File: config.mk
export PLATFORM = sky130hd
export DESIGN_NAME = usb_rx_top
export DESIGN_NICKNAME = d
export VERILOG_FILES = /design/src/source/usb_rx_pkg.sv /design/src/source/pid_decode.sv /design/src/source/packet_assembler.sv /design/src/source/record_store.sv /design/src/source/axil_rx_regs.sv /design/src/source/usb_rx_top.sv
export SDC_FILE = /design/constraint.sdc
export NUM_CORES = 1
export LEC_CHECK = 0
export BUFFER_PORTS_ARGS = -buffer_cell sky130_fd_sc_hd__buf_4
export CAP_MARGIN = 20
export CORE_MARGIN = 10
export CORE_UTILIZATION = 56
export CTS_BUF_LIST = sky130_fd_sc_hd__clkbuf_4
export CTS_CLUSTER_DIAMETER = 50
export DETAILED_ROUTE_END_ITERATION = 10
export GPL_ROUTABILITY_DRIVEN = 0
export PLACE_DENSITY = 0.84
export REMOVE_ABC_BUFFERS = 1
export SYNTH_ARGS = -nofsm -noshare
export SYNTH_HDL_FRONTEND = slang
export SYNTH_SLANG_ARGS = --single-unit
File: constraint.sdc
create_clock -name clk -period 3.4 [get_ports clk]
set_input_delay 0 -clock clk [delete_from_list [all_inputs] [get_ports clk]]
set_output_delay 0 -clock clk [all_outputs]
set_load 0.02 [all_outputs]
File: src/source/usb_rx_pkg.sv
// USB receive path shared definitions for PID codes, packet classes, FSM states and register map
package usb_rx_pkg;

	// Record width in bits, four byte lanes
	localparam int RECORD_W = 32;

	// PID upper nibble codes
	localparam logic [3:0] PID_DATA0 = 4'b0011;
	localparam logic [3:0] PID_DATA1 = 4'b1011;
	localparam logic [3:0] PID_DATA2 = 4'b0111;
	localparam logic [3:0] PID_MDATA = 4'b1111;
	localparam logic [3:0] PID_TOKEN_OUT = 4'b0001;
	localparam logic [3:0] PID_TOKEN_IN = 4'b1001;
	localparam logic [3:0] PID_SPECIAL_PRE = 4'b1100;
	localparam logic [3:0] PID_SPECIAL_SPLIT = 4'b1000;
	localparam logic [3:0] PID_SPECIAL_PING = 4'b0100;
	localparam logic [3:0] PID_HS_ACK = 4'b0010;
	localparam logic [3:0] PID_HS_NAK = 4'b1010;

	// Register byte offsets
	localparam logic [3:0] REG_STATUS = 4'h0;
	localparam logic [3:0] REG_HEAD = 4'h4;
	localparam logic [3:0] REG_POP = 4'h8;

	typedef enum logic [2:0] {DATA, TOKEN, SPECIAL, HANDSHAKE, UNKNOWN} pid_class_t;

	typedef enum logic [1:0] {IDLE, PAYLOAD, DATA_BYTE, CRC_BYTES} decode_state_t;

	// Sort a PID nibble into its packet class
	function automatic pid_class_t pid_class_of(input logic [3:0] nibble);
		pid_class_t cls;
		case (nibble)
			PID_DATA0, PID_DATA1, PID_DATA2, PID_MDATA: cls = DATA;
			PID_TOKEN_OUT, PID_TOKEN_IN: cls = TOKEN;
			PID_SPECIAL_PRE, PID_SPECIAL_SPLIT, PID_SPECIAL_PING: cls = SPECIAL;
			PID_HS_ACK, PID_HS_NAK: cls = HANDSHAKE;
			default: cls = UNKNOWN;
		endcase
		return cls;
	endfunction

endpackage

File: src/source/pid_decode.sv
// PID decoder that classifies each packet and sequences the per-byte enables of its payload
`timescale 1ns/10ps

module pid_decode
(
	input logic clk,
	input logic n_rst,
	input logic w_enable,
	input logic [7:0] rcv_data,
	output logic enable_pid,
	output logic enable_payload,
	output logic enable_pad,
	output logic packet_done
);

	usb_rx_pkg::decode_state_t state;
	usb_rx_pkg::decode_state_t next_state;
	usb_rx_pkg::pid_class_t pid_class;

	// Bytes still expected in the current phase
	logic [1:0] remaining;
	logic [1:0] next_remaining;
	logic done_next;

	// Class only matters on the PID strobe
	assign pid_class = usb_rx_pkg::pid_class_of(rcv_data[7:4]);

	always_ff @(posedge clk, negedge n_rst)
	begin
		if (!n_rst)
		begin
			state <= usb_rx_pkg::IDLE;
			remaining <= 2'd0;
			packet_done <= 1'b0;
		end
		else
		begin
			state <= next_state;
			remaining <= next_remaining;
			// One cycle after the last byte
			packet_done <= done_next;
		end
	end

	always_comb
	begin
		enable_pid = 1'b0;
		enable_payload = 1'b0;
		enable_pad = 1'b0;
		done_next = 1'b0;
		next_state = state;
		next_remaining = remaining;

		case (state)
			usb_rx_pkg::IDLE:
			begin
				if (w_enable)
				begin
					enable_pid = 1'b1;
					case (pid_class)
						usb_rx_pkg::DATA:
						begin
							next_state = usb_rx_pkg::DATA_BYTE;
						end
						usb_rx_pkg::TOKEN, usb_rx_pkg::SPECIAL:
						begin
							next_state = usb_rx_pkg::PAYLOAD;
							next_remaining = 2'd2;
						end
						// Handshake or unknown, PID only
						default:
						begin
							done_next = 1'b1;
						end
					endcase
				end
			end

			usb_rx_pkg::PAYLOAD:
			begin
				if (w_enable)
				begin
					enable_payload = 1'b1;
					next_remaining = remaining - 2'd1;
					if (remaining == 2'd1)
					begin
						next_state = usb_rx_pkg::IDLE;
						done_next = 1'b1;
					end
				end
			end

			usb_rx_pkg::DATA_BYTE:
			begin
				if (w_enable)
				begin
					enable_payload = 1'b1;
					// Two CRC bytes follow the data byte
					next_state = usb_rx_pkg::CRC_BYTES;
					next_remaining = 2'd2;
				end
			end

			default:
			begin
				if (w_enable)
				begin
					enable_pad = 1'b1;
					next_remaining = remaining - 2'd1;
					if (remaining == 2'd1)
					begin
						next_state = usb_rx_pkg::IDLE;
						done_next = 1'b1;
					end
				end
			end
		endcase
	end

endmodule

File: src/source/packet_assembler.sv
// Packet assembler that packs the PID and following bytes into one record and pushes it once
`timescale 1ns/10ps

module packet_assembler
(
	input logic clk,
	input logic n_rst,
	input logic [7:0] rcv_data,
	input logic enable_pid,
	input logic enable_payload,
	input logic enable_pad,
	input logic packet_done,
	output logic push_valid,
	output logic [usb_rx_pkg::RECORD_W-1:0] push_record
);

	usb_rx_pkg::pid_class_t pid_class;
	logic [usb_rx_pkg::RECORD_W-1:0] record_q;

	// Next byte lane to fill
	logic [1:0] lane;
	// Lanes the packet class still allows
	logic [1:0] bytes_left;
	logic byte_en;

	assign pid_class = usb_rx_pkg::pid_class_of(rcv_data[7:4]);
	assign byte_en = (enable_payload || enable_pad) && (bytes_left != 2'd0);

	always_ff @(posedge clk, negedge n_rst)
	begin
		if (!n_rst)
		begin
			lane <= 2'd0;
			bytes_left <= 2'd0;
			push_valid <= 1'b0;
		end
		else
		begin
			push_valid <= packet_done;
			if (enable_pid)
			begin
				lane <= 2'd1;
				case (pid_class)
					usb_rx_pkg::DATA: bytes_left <= 2'd3;
					usb_rx_pkg::TOKEN, usb_rx_pkg::SPECIAL: bytes_left <= 2'd2;
					default: bytes_left <= 2'd0;
				endcase
			end
			else if (byte_en)
			begin
				lane <= lane + 2'd1;
				bytes_left <= bytes_left - 2'd1;
			end
		end
	end

	// PID in lane 0, upper lanes cleared
	always_ff @(posedge clk)
	begin
		if (enable_pid)
			record_q <= {{(usb_rx_pkg::RECORD_W-8){1'b0}}, rcv_data};
		else if (byte_en)
			record_q[{lane, 3'b000} +: 8] <= rcv_data;
	end

	// Record is stable for the push cycle
	assign push_record = record_q;

endmodule

File: src/source/record_store.sv
// Record store holding a ring of packet records in one RAM with a fixed-priority port arbiter
`timescale 1ns/10ps

module record_store
#(
	parameter int DEPTH_LOG2 = 3
)
(
	input logic clk,
	input logic n_rst,
	input logic push_valid,
	input logic [usb_rx_pkg::RECORD_W-1:0] push_record,
	input logic head_req,
	input logic pop,
	input logic overflow_clear,
	output logic [usb_rx_pkg::RECORD_W-1:0] head_record,
	output logic head_ack,
	output logic [DEPTH_LOG2:0] count,
	output logic overflow
);

	localparam int DEPTH = 1 << DEPTH_LOG2;
	localparam logic [DEPTH_LOG2:0] FULL_COUNT = {1'b1, {DEPTH_LOG2{1'b0}}};

	logic [usb_rx_pkg::RECORD_W-1:0] mem [DEPTH];
	logic [DEPTH_LOG2-1:0] head;
	logic [DEPTH_LOG2-1:0] tail;
	logic req_pend;
	logic serve;
	logic push_ok;
	logic pop_ok;
	logic empty;

	assign empty = (count == '0);
	assign push_ok = push_valid && (count != FULL_COUNT);
	assign pop_ok = pop && !empty;
	// Writer owns the port whenever it pushes
	assign serve = (head_req || req_pend) && !push_valid;

	always_ff @(posedge clk, negedge n_rst)
	begin
		if (!n_rst)
		begin
			head <= '0;
			tail <= '0;
			count <= '0;
			overflow <= 1'b0;
			req_pend <= 1'b0;
			head_ack <= 1'b0;
		end
		else
		begin
			req_pend <= (head_req || req_pend) && push_valid;
			head_ack <= serve;
			if (push_ok)
				tail <= tail + 1'b1;
			if (pop_ok)
				head <= head + 1'b1;
			if (push_ok && !pop_ok)
				count <= count + 1'b1;
			else if (pop_ok && !push_ok)
				count <= count - 1'b1;
			// Dropped push wins over a clear in the same cycle
			if (push_valid && !push_ok)
				overflow <= 1'b1;
			else if (overflow_clear)
				overflow <= 1'b0;
		end
	end

	always_ff @(posedge clk)
	begin
		if (push_ok)
			mem[tail] <= push_record;
		if (serve)
			head_record <= empty ? '0 : mem[head];
	end

endmodule

File: src/source/axil_rx_regs.sv
// AXI4-Lite slave exposing the STATUS, HEAD and POP registers of the record store
`timescale 1ns/10ps

module axil_rx_regs
#(
	parameter int DEPTH_LOG2 = 3
)
(
	input logic clk,
	input logic n_rst,
	input logic [3:0] awaddr,
	input logic awvalid,
	output logic awready,
	input logic [31:0] wdata,
	input logic [3:0] wstrb,
	input logic wvalid,
	output logic wready,
	output logic [1:0] bresp,
	output logic bvalid,
	input logic bready,
	input logic [3:0] araddr,
	input logic arvalid,
	output logic arready,
	output logic [31:0] rdata,
	output logic [1:0] rresp,
	output logic rvalid,
	input logic rready,
	input logic [usb_rx_pkg::RECORD_W-1:0] head_record,
	input logic head_ack,
	input logic [DEPTH_LOG2:0] count,
	input logic overflow,
	output logic head_req,
	output logic pop,
	output logic overflow_clear
);

	localparam logic [1:0] RESP_OKAY = 2'b00;
	localparam logic [1:0] RESP_SLVERR = 2'b10;

	typedef enum logic [1:0] {R_IDLE, R_WAIT, R_RESP} rd_state_t;

	rd_state_t rd_state;
	logic [3:0] raddr;
	logic [31:0] status_word;
	logic ar_fire;
	logic wr_fire;
	logic is_pop;

	assign arready = (rd_state == R_IDLE);
	assign rvalid = (rd_state == R_RESP);
	assign ar_fire = arvalid && arready;
	// Store request goes out on the AR handshake itself
	assign head_req = ar_fire && (araddr == usb_rx_pkg::REG_HEAD);

	// Both channels taken together, one response outstanding
	assign wr_fire = awvalid && wvalid && !bvalid;
	assign awready = wr_fire;
	assign wready = wr_fire;
	assign is_pop = (awaddr == usb_rx_pkg::REG_POP);

	// Count in the low bits, overflow in bit 31
	always_comb
	begin
		status_word = '0;
		status_word[DEPTH_LOG2:0] = count;
		status_word[31] = overflow;
	end

	always_ff @(posedge clk, negedge n_rst)
	begin
		if (!n_rst)
		begin
			rd_state <= R_IDLE;
			bvalid <= 1'b0;
			pop <= 1'b0;
			overflow_clear <= 1'b0;
		end
		else
		begin
			case (rd_state)
				R_IDLE: if (ar_fire) rd_state <= R_WAIT;
				R_WAIT: if (raddr != usb_rx_pkg::REG_HEAD || head_ack) rd_state <= R_RESP;
				default: if (rready) rd_state <= R_IDLE;
			endcase
			pop <= wr_fire && is_pop;
			overflow_clear <= wr_fire && is_pop && wstrb[0] && wdata[1];
			if (wr_fire)
				bvalid <= 1'b1;
			else if (bready)
				bvalid <= 1'b0;
		end
	end

	always_ff @(posedge clk)
	begin
		if (ar_fire)
			raddr <= araddr;
		if (wr_fire)
			bresp <= (awaddr inside {usb_rx_pkg::REG_STATUS, usb_rx_pkg::REG_HEAD,
				usb_rx_pkg::REG_POP}) ? RESP_OKAY : RESP_SLVERR;
		// HEAD keeps sampling until the ack cycle
		if (rd_state == R_WAIT)
		begin
			rresp <= RESP_OKAY;
			case (raddr)
				usb_rx_pkg::REG_STATUS: rdata <= status_word;
				usb_rx_pkg::REG_HEAD: rdata <= head_record;
				usb_rx_pkg::REG_POP: rdata <= '0;
				default:
				begin
					rdata <= '0;
					rresp <= RESP_SLVERR;
				end
			endcase
		end
	end

endmodule

File: src/source/usb_rx_top.sv
// USB receive path top level joining decoder, assembler, record store and AXI4-Lite registers
`timescale 1ns/10ps

module usb_rx_top
#(
	parameter int DEPTH_LOG2 = 3
)
(
	input logic clk,
	input logic n_rst,
	input logic w_enable,
	input logic [7:0] rcv_data,
	input logic [3:0] awaddr,
	input logic awvalid,
	output logic awready,
	input logic [31:0] wdata,
	input logic [3:0] wstrb,
	input logic wvalid,
	output logic wready,
	output logic [1:0] bresp,
	output logic bvalid,
	input logic bready,
	input logic [3:0] araddr,
	input logic arvalid,
	output logic arready,
	output logic [31:0] rdata,
	output logic [1:0] rresp,
	output logic rvalid,
	input logic rready
);

	// Decoder to assembler
	logic enable_pid;
	logic enable_payload;
	logic enable_pad;
	logic packet_done;

	// Assembler and register block to store
	logic push_valid;
	logic [usb_rx_pkg::RECORD_W-1:0] push_record;
	logic head_req;
	logic pop;
	logic overflow_clear;
	logic [usb_rx_pkg::RECORD_W-1:0] head_record;
	logic head_ack;
	logic [DEPTH_LOG2:0] count;
	logic overflow;

	pid_decode u_dec (
		.clk(clk), .n_rst(n_rst), .w_enable(w_enable), .rcv_data(rcv_data),
		.enable_pid(enable_pid), .enable_payload(enable_payload),
		.enable_pad(enable_pad), .packet_done(packet_done)
	);

	packet_assembler u_asm (
		.clk(clk), .n_rst(n_rst), .rcv_data(rcv_data), .enable_pid(enable_pid),
		.enable_payload(enable_payload), .enable_pad(enable_pad),
		.packet_done(packet_done), .push_valid(push_valid), .push_record(push_record)
	);

	record_store #(.DEPTH_LOG2(DEPTH_LOG2)) u_store (
		.clk(clk), .n_rst(n_rst), .push_valid(push_valid), .push_record(push_record),
		.head_req(head_req), .pop(pop), .overflow_clear(overflow_clear),
		.head_record(head_record), .head_ack(head_ack), .count(count), .overflow(overflow)
	);

	axil_rx_regs #(.DEPTH_LOG2(DEPTH_LOG2)) u_regs (
		.clk(clk), .n_rst(n_rst),
		.awaddr(awaddr), .awvalid(awvalid), .awready(awready),
		.wdata(wdata), .wstrb(wstrb), .wvalid(wvalid), .wready(wready),
		.bresp(bresp), .bvalid(bvalid), .bready(bready),
		.araddr(araddr), .arvalid(arvalid), .arready(arready),
		.rdata(rdata), .rresp(rresp), .rvalid(rvalid), .rready(rready),
		.head_record(head_record), .head_ack(head_ack), .count(count), .overflow(overflow),
		.head_req(head_req), .pop(pop), .overflow_clear(overflow_clear)
	);

endmodule

==> results.json <==
{
  "placed_area_um2": 16000,
  "synth_top_cells_by_area": "edfxtp_1 67%, mux4_2 9.6%, dfrtp_1 4.6%, dfxtp_1 3.2%, mux2i_1 2.7%",
  "clock_skew_ps": 30.2,
  "slew_violations": 0,
  "p_clk_share_pct": 29.5,
  "grt_overflow": 0,
  "drtAntennaViolNets": 0,
  "dp_cells": 1210,
  "row_count": 60,
  "syn-instance-count": 828,
  "comb_power_share_pct": 21.0,
  "hold_class": "input port to register",
  "synth_compound_area_share_pct": 2.48,
  "design_area_um2": 17600,
  "cts_sinks": 386,
  "relSlewSlack_pct": 40.7,
  "synth_top_area_share_pct": 66.5,
  "synthFlopType": "edfxtp_1",
  "final-setup-viol-count": 0,
  "hpwl_mm": 16.7,
  "drc": 0,
  "cp.arrival_ps": 3120,
  "ys_ff_latch": 386,
  "max_stage_delay_ps": 490,
  "clkLatencyLatePin_ps": 720,
  "cp_max_fo": 6,
  "num_io_pins": 101,
  "numCtsBuffers": 94,
  "yosysMostFrequentCell": "edfxtp_1",
  "syn_area_um2": 15100,
  "worst_ep_required_time_ps": 3980,
  "synthTopCellsByCount": "334 x edfxtp_1, 64 x mux4_2, 53 x nor2_1",
  "port_buffers": 64,
  "reg2reg_slack_ps": 860,
  "start_kind": "register",
  "htree_levels": 3,
  "wirelength_mm": 29.8,
  "die_area_um2": 33900,
  "rsz0062_at_grt": "false",
  "synth_top_family_by_area": "multiplexers",
  "switching_power_mw": 3.97,
  "cts_tree": "done",
  "cp-end-kind": "register",
  "die_height_um": 184,
  "start_util_pct": 56.4,
  "seqPwrFrac_pct": 49.6,
  "synth_top_area_cell": "edfxtp_1",
  "clockRootBuffer": "clkbuf_4",
  "viasPerCell": 5.68,
  "synth_xor_area_share_pct": 0.581,
  "synth_mux_area_share_pct": 12.7,
  "final_cell_count_no_fill": 1416,
  "cp_cell_sequence": "nor3_1 > a21boi_2 > ha_1 > inv_1 > ha_1 > a21o_1 > a2111oi_0 > o31ai_1",
  "area_growth_pct": 17.0,
  "power_density_nw_per_um2": 765,
  "first_pass_iters": 6,
  "vias": 8047,
  "p_int_mw": 9.53,
  "hold_viol_final": 0,
  "power_leakage_nw": 6.12,
  "ys_async_sr_fraction_pct": 7.25,
  "fin_nets": 1078,
  "swShare_pct": 29.4,
  "synth_adder_area_share_pct": 1.54,
  "timing.fmax_mhz": 394,
  "period_share_pct": 74.6,
  "crit_top_cell": "ha_1",
  "synth-edff-count": 334,
  "wl_per_cell_um": 21.0,
  "core_um2": 26700,
  "tightest_slew_ps": 888,
  "cpMaxStageDelayCell": "dfrtp_1",
  "irDropWorstVdd_mv": 0.437,
  "ys_seq_area_share_pct": 74.4,
  "die_width_um": 184,
  "drv_cap": 0,
  "avgSynthCellArea_um2": 18.2,
  "path_class": "register to register",
  "synth_warnings": 0,
  "grt_max_degree": 35,
  "postCtsSetupBuffers": 0,
  "ys_types": 55,
  "clk_pin_slew_ps": 70,
  "antenna_found_initial": 1,
  "status": "finished, final reports clean",
  "drive_gt1_share_pct": 30.5,
  "clockBufferDepth": 3,
  "grt_pass1_vias": 8596,
  "grt_pass1_wl_mm": 47.0,
  "dr.first_iter.drc_count": 650,
  "fin_setup_tns_ps": 0,
  "grt_usage_pct": 18.0,
  "min_period_ps": 2540,
  "synth-simple-area-share_pct": 6.45
}
-- power groups by stage --
stage | clock, mW | combinational [mW] | sequential [mW]
floorplan | 0 | 1.75 | 6.85
global placement | 0 | 2.71 | 6.72
detailed placement | 0 | 2.80 | 6.79
CTS | 4.07 | 2.86 | 6.69
global route | 4.33 | 3.11 | 6.78
finish | 3.98 | 2.83 | 6.69
-- area by class of cell --
class / count / area [um2]
Fill cell: 1760 / 9090
Inverter: 18 / 67.6
Clock buffer: 139 / 1040
Tap cell: 341 / 427
Sequential cell: 386 / 11200
Multi-Input combinational cell: 382 / 3640
Antenna cell: 1 / 2.50
Timing Repair Buffer: 118 / 1010
Clock inverter: 31 / 235
-- critical path: cells and delay by family (launching register included) --
| kind | cells | cell delay [ps] |
|---|---|---|
| AO/OA/AOI/OAI | 4 | 900 |
| AND/OR/NAND/NOR | 1 | 340 |
| adder cells (fa/ha/maj) | 2 | 520 |
| flip-flops | 1 | 490 |
| buffers and inverters | 1 | 170 |
-- final timing paths --
check / from / cells after the start / endpoint
worst max-delay path: u_store.count[0] / 8 / u_store.count[3]
worst min-delay path: wdata[1] / 3 / u_regs.overflow_clear
worst max register to register: u_store.count[0] / 8 / u_store.count[3]
worst min register to register: u_dec.packet_done / 0 / u_asm.push_valid
max in group asynchronous: n_rst / 4 / u_dec.packet_done
min in group asynchronous: n_rst / 4 / u_asm.bytes_left[0]
-- placed cells by master, fill, tap and decap left out, types with 3 or more instances in the layout --
master	count
clkinv_1	17
a21oi_1	29
buf_4	81
dlygate4sd3_1	34
nand4_1	24
nor2b_1	10
clkinv_2	8
inv_1	18
nand2b_1	7
nor2_1	46
xnor2_1	8
nor3_2	3
ha_1	17
and2_1	29
buf_12	3
nor2_4	5
bufinv_16	4
nand2_1	38
dfxtp_1	24
edfxtp_1	334
dfrtp_1	25
o2111ai_1	3
mux4_2	64
nor3_1	6
mux2i_1	41
clkbuf_4	139
mux2_2	4
o21ai_0	7
-- layer usage --
metal | routed length [um] | GRT usage, %
met1 | 12300 | 22.8
met2 | 15000 | 29.4
met5 | 0 | 0
met4 | 527 | 7.15
met3 | 1930 | 4.23
-- cell families (layout without fill, tap and decap cells) --
logic type | Yosys count | in the layout
adder cells (fa/ha/maj) | 18 | 18
other | 1 | 3
buffers and inverters | 61 | 306
AO/OA/AOI/OAI | 58 | 58
XOR/XNOR | 10 | 10
AND/OR/NAND/NOR | 184 | 184
multiplexers | 110 | 110
flip-flops | 386 | 386
-- through the flow --
step	hold slack [ps]	setup slack (ps)	util (%)	power (mW)
after global placement	-40.5	908	59.9	9.43
final	61.6	862	66.0	13.5
after detailed placement	-38.9	862	59.9	9.59
after CTS	0.244	849	66.0	13.6
after floorplan	-296	-330	-	8.60
after global routing	27.9	579	66.0	14.2
-- state kept, by name, indices dropped and copies added, names as in the netlist, 2 cells and up --
name and cells:
u_asm.lane 2, u_store.count 4, u_regs.rd_state 2, u_dec.state 2, u_asm.bytes_left 2, u_store.head 3, u_asm.push_record 32, u_store.tail 3
u_dec.remaining 2, u_store.head_record 32, u_store.mem 256, u_regs.raddr 4, u_regs.rdata 32
-- timing repair --
item / CTS / global route
hold buffers: 35 / 0
gates resized for setup: 0 / 0
hold endpoints to repair: 85 / 0
endpoints found under the setup margin: 0 / 0
(Power assumes the default switching activity.)
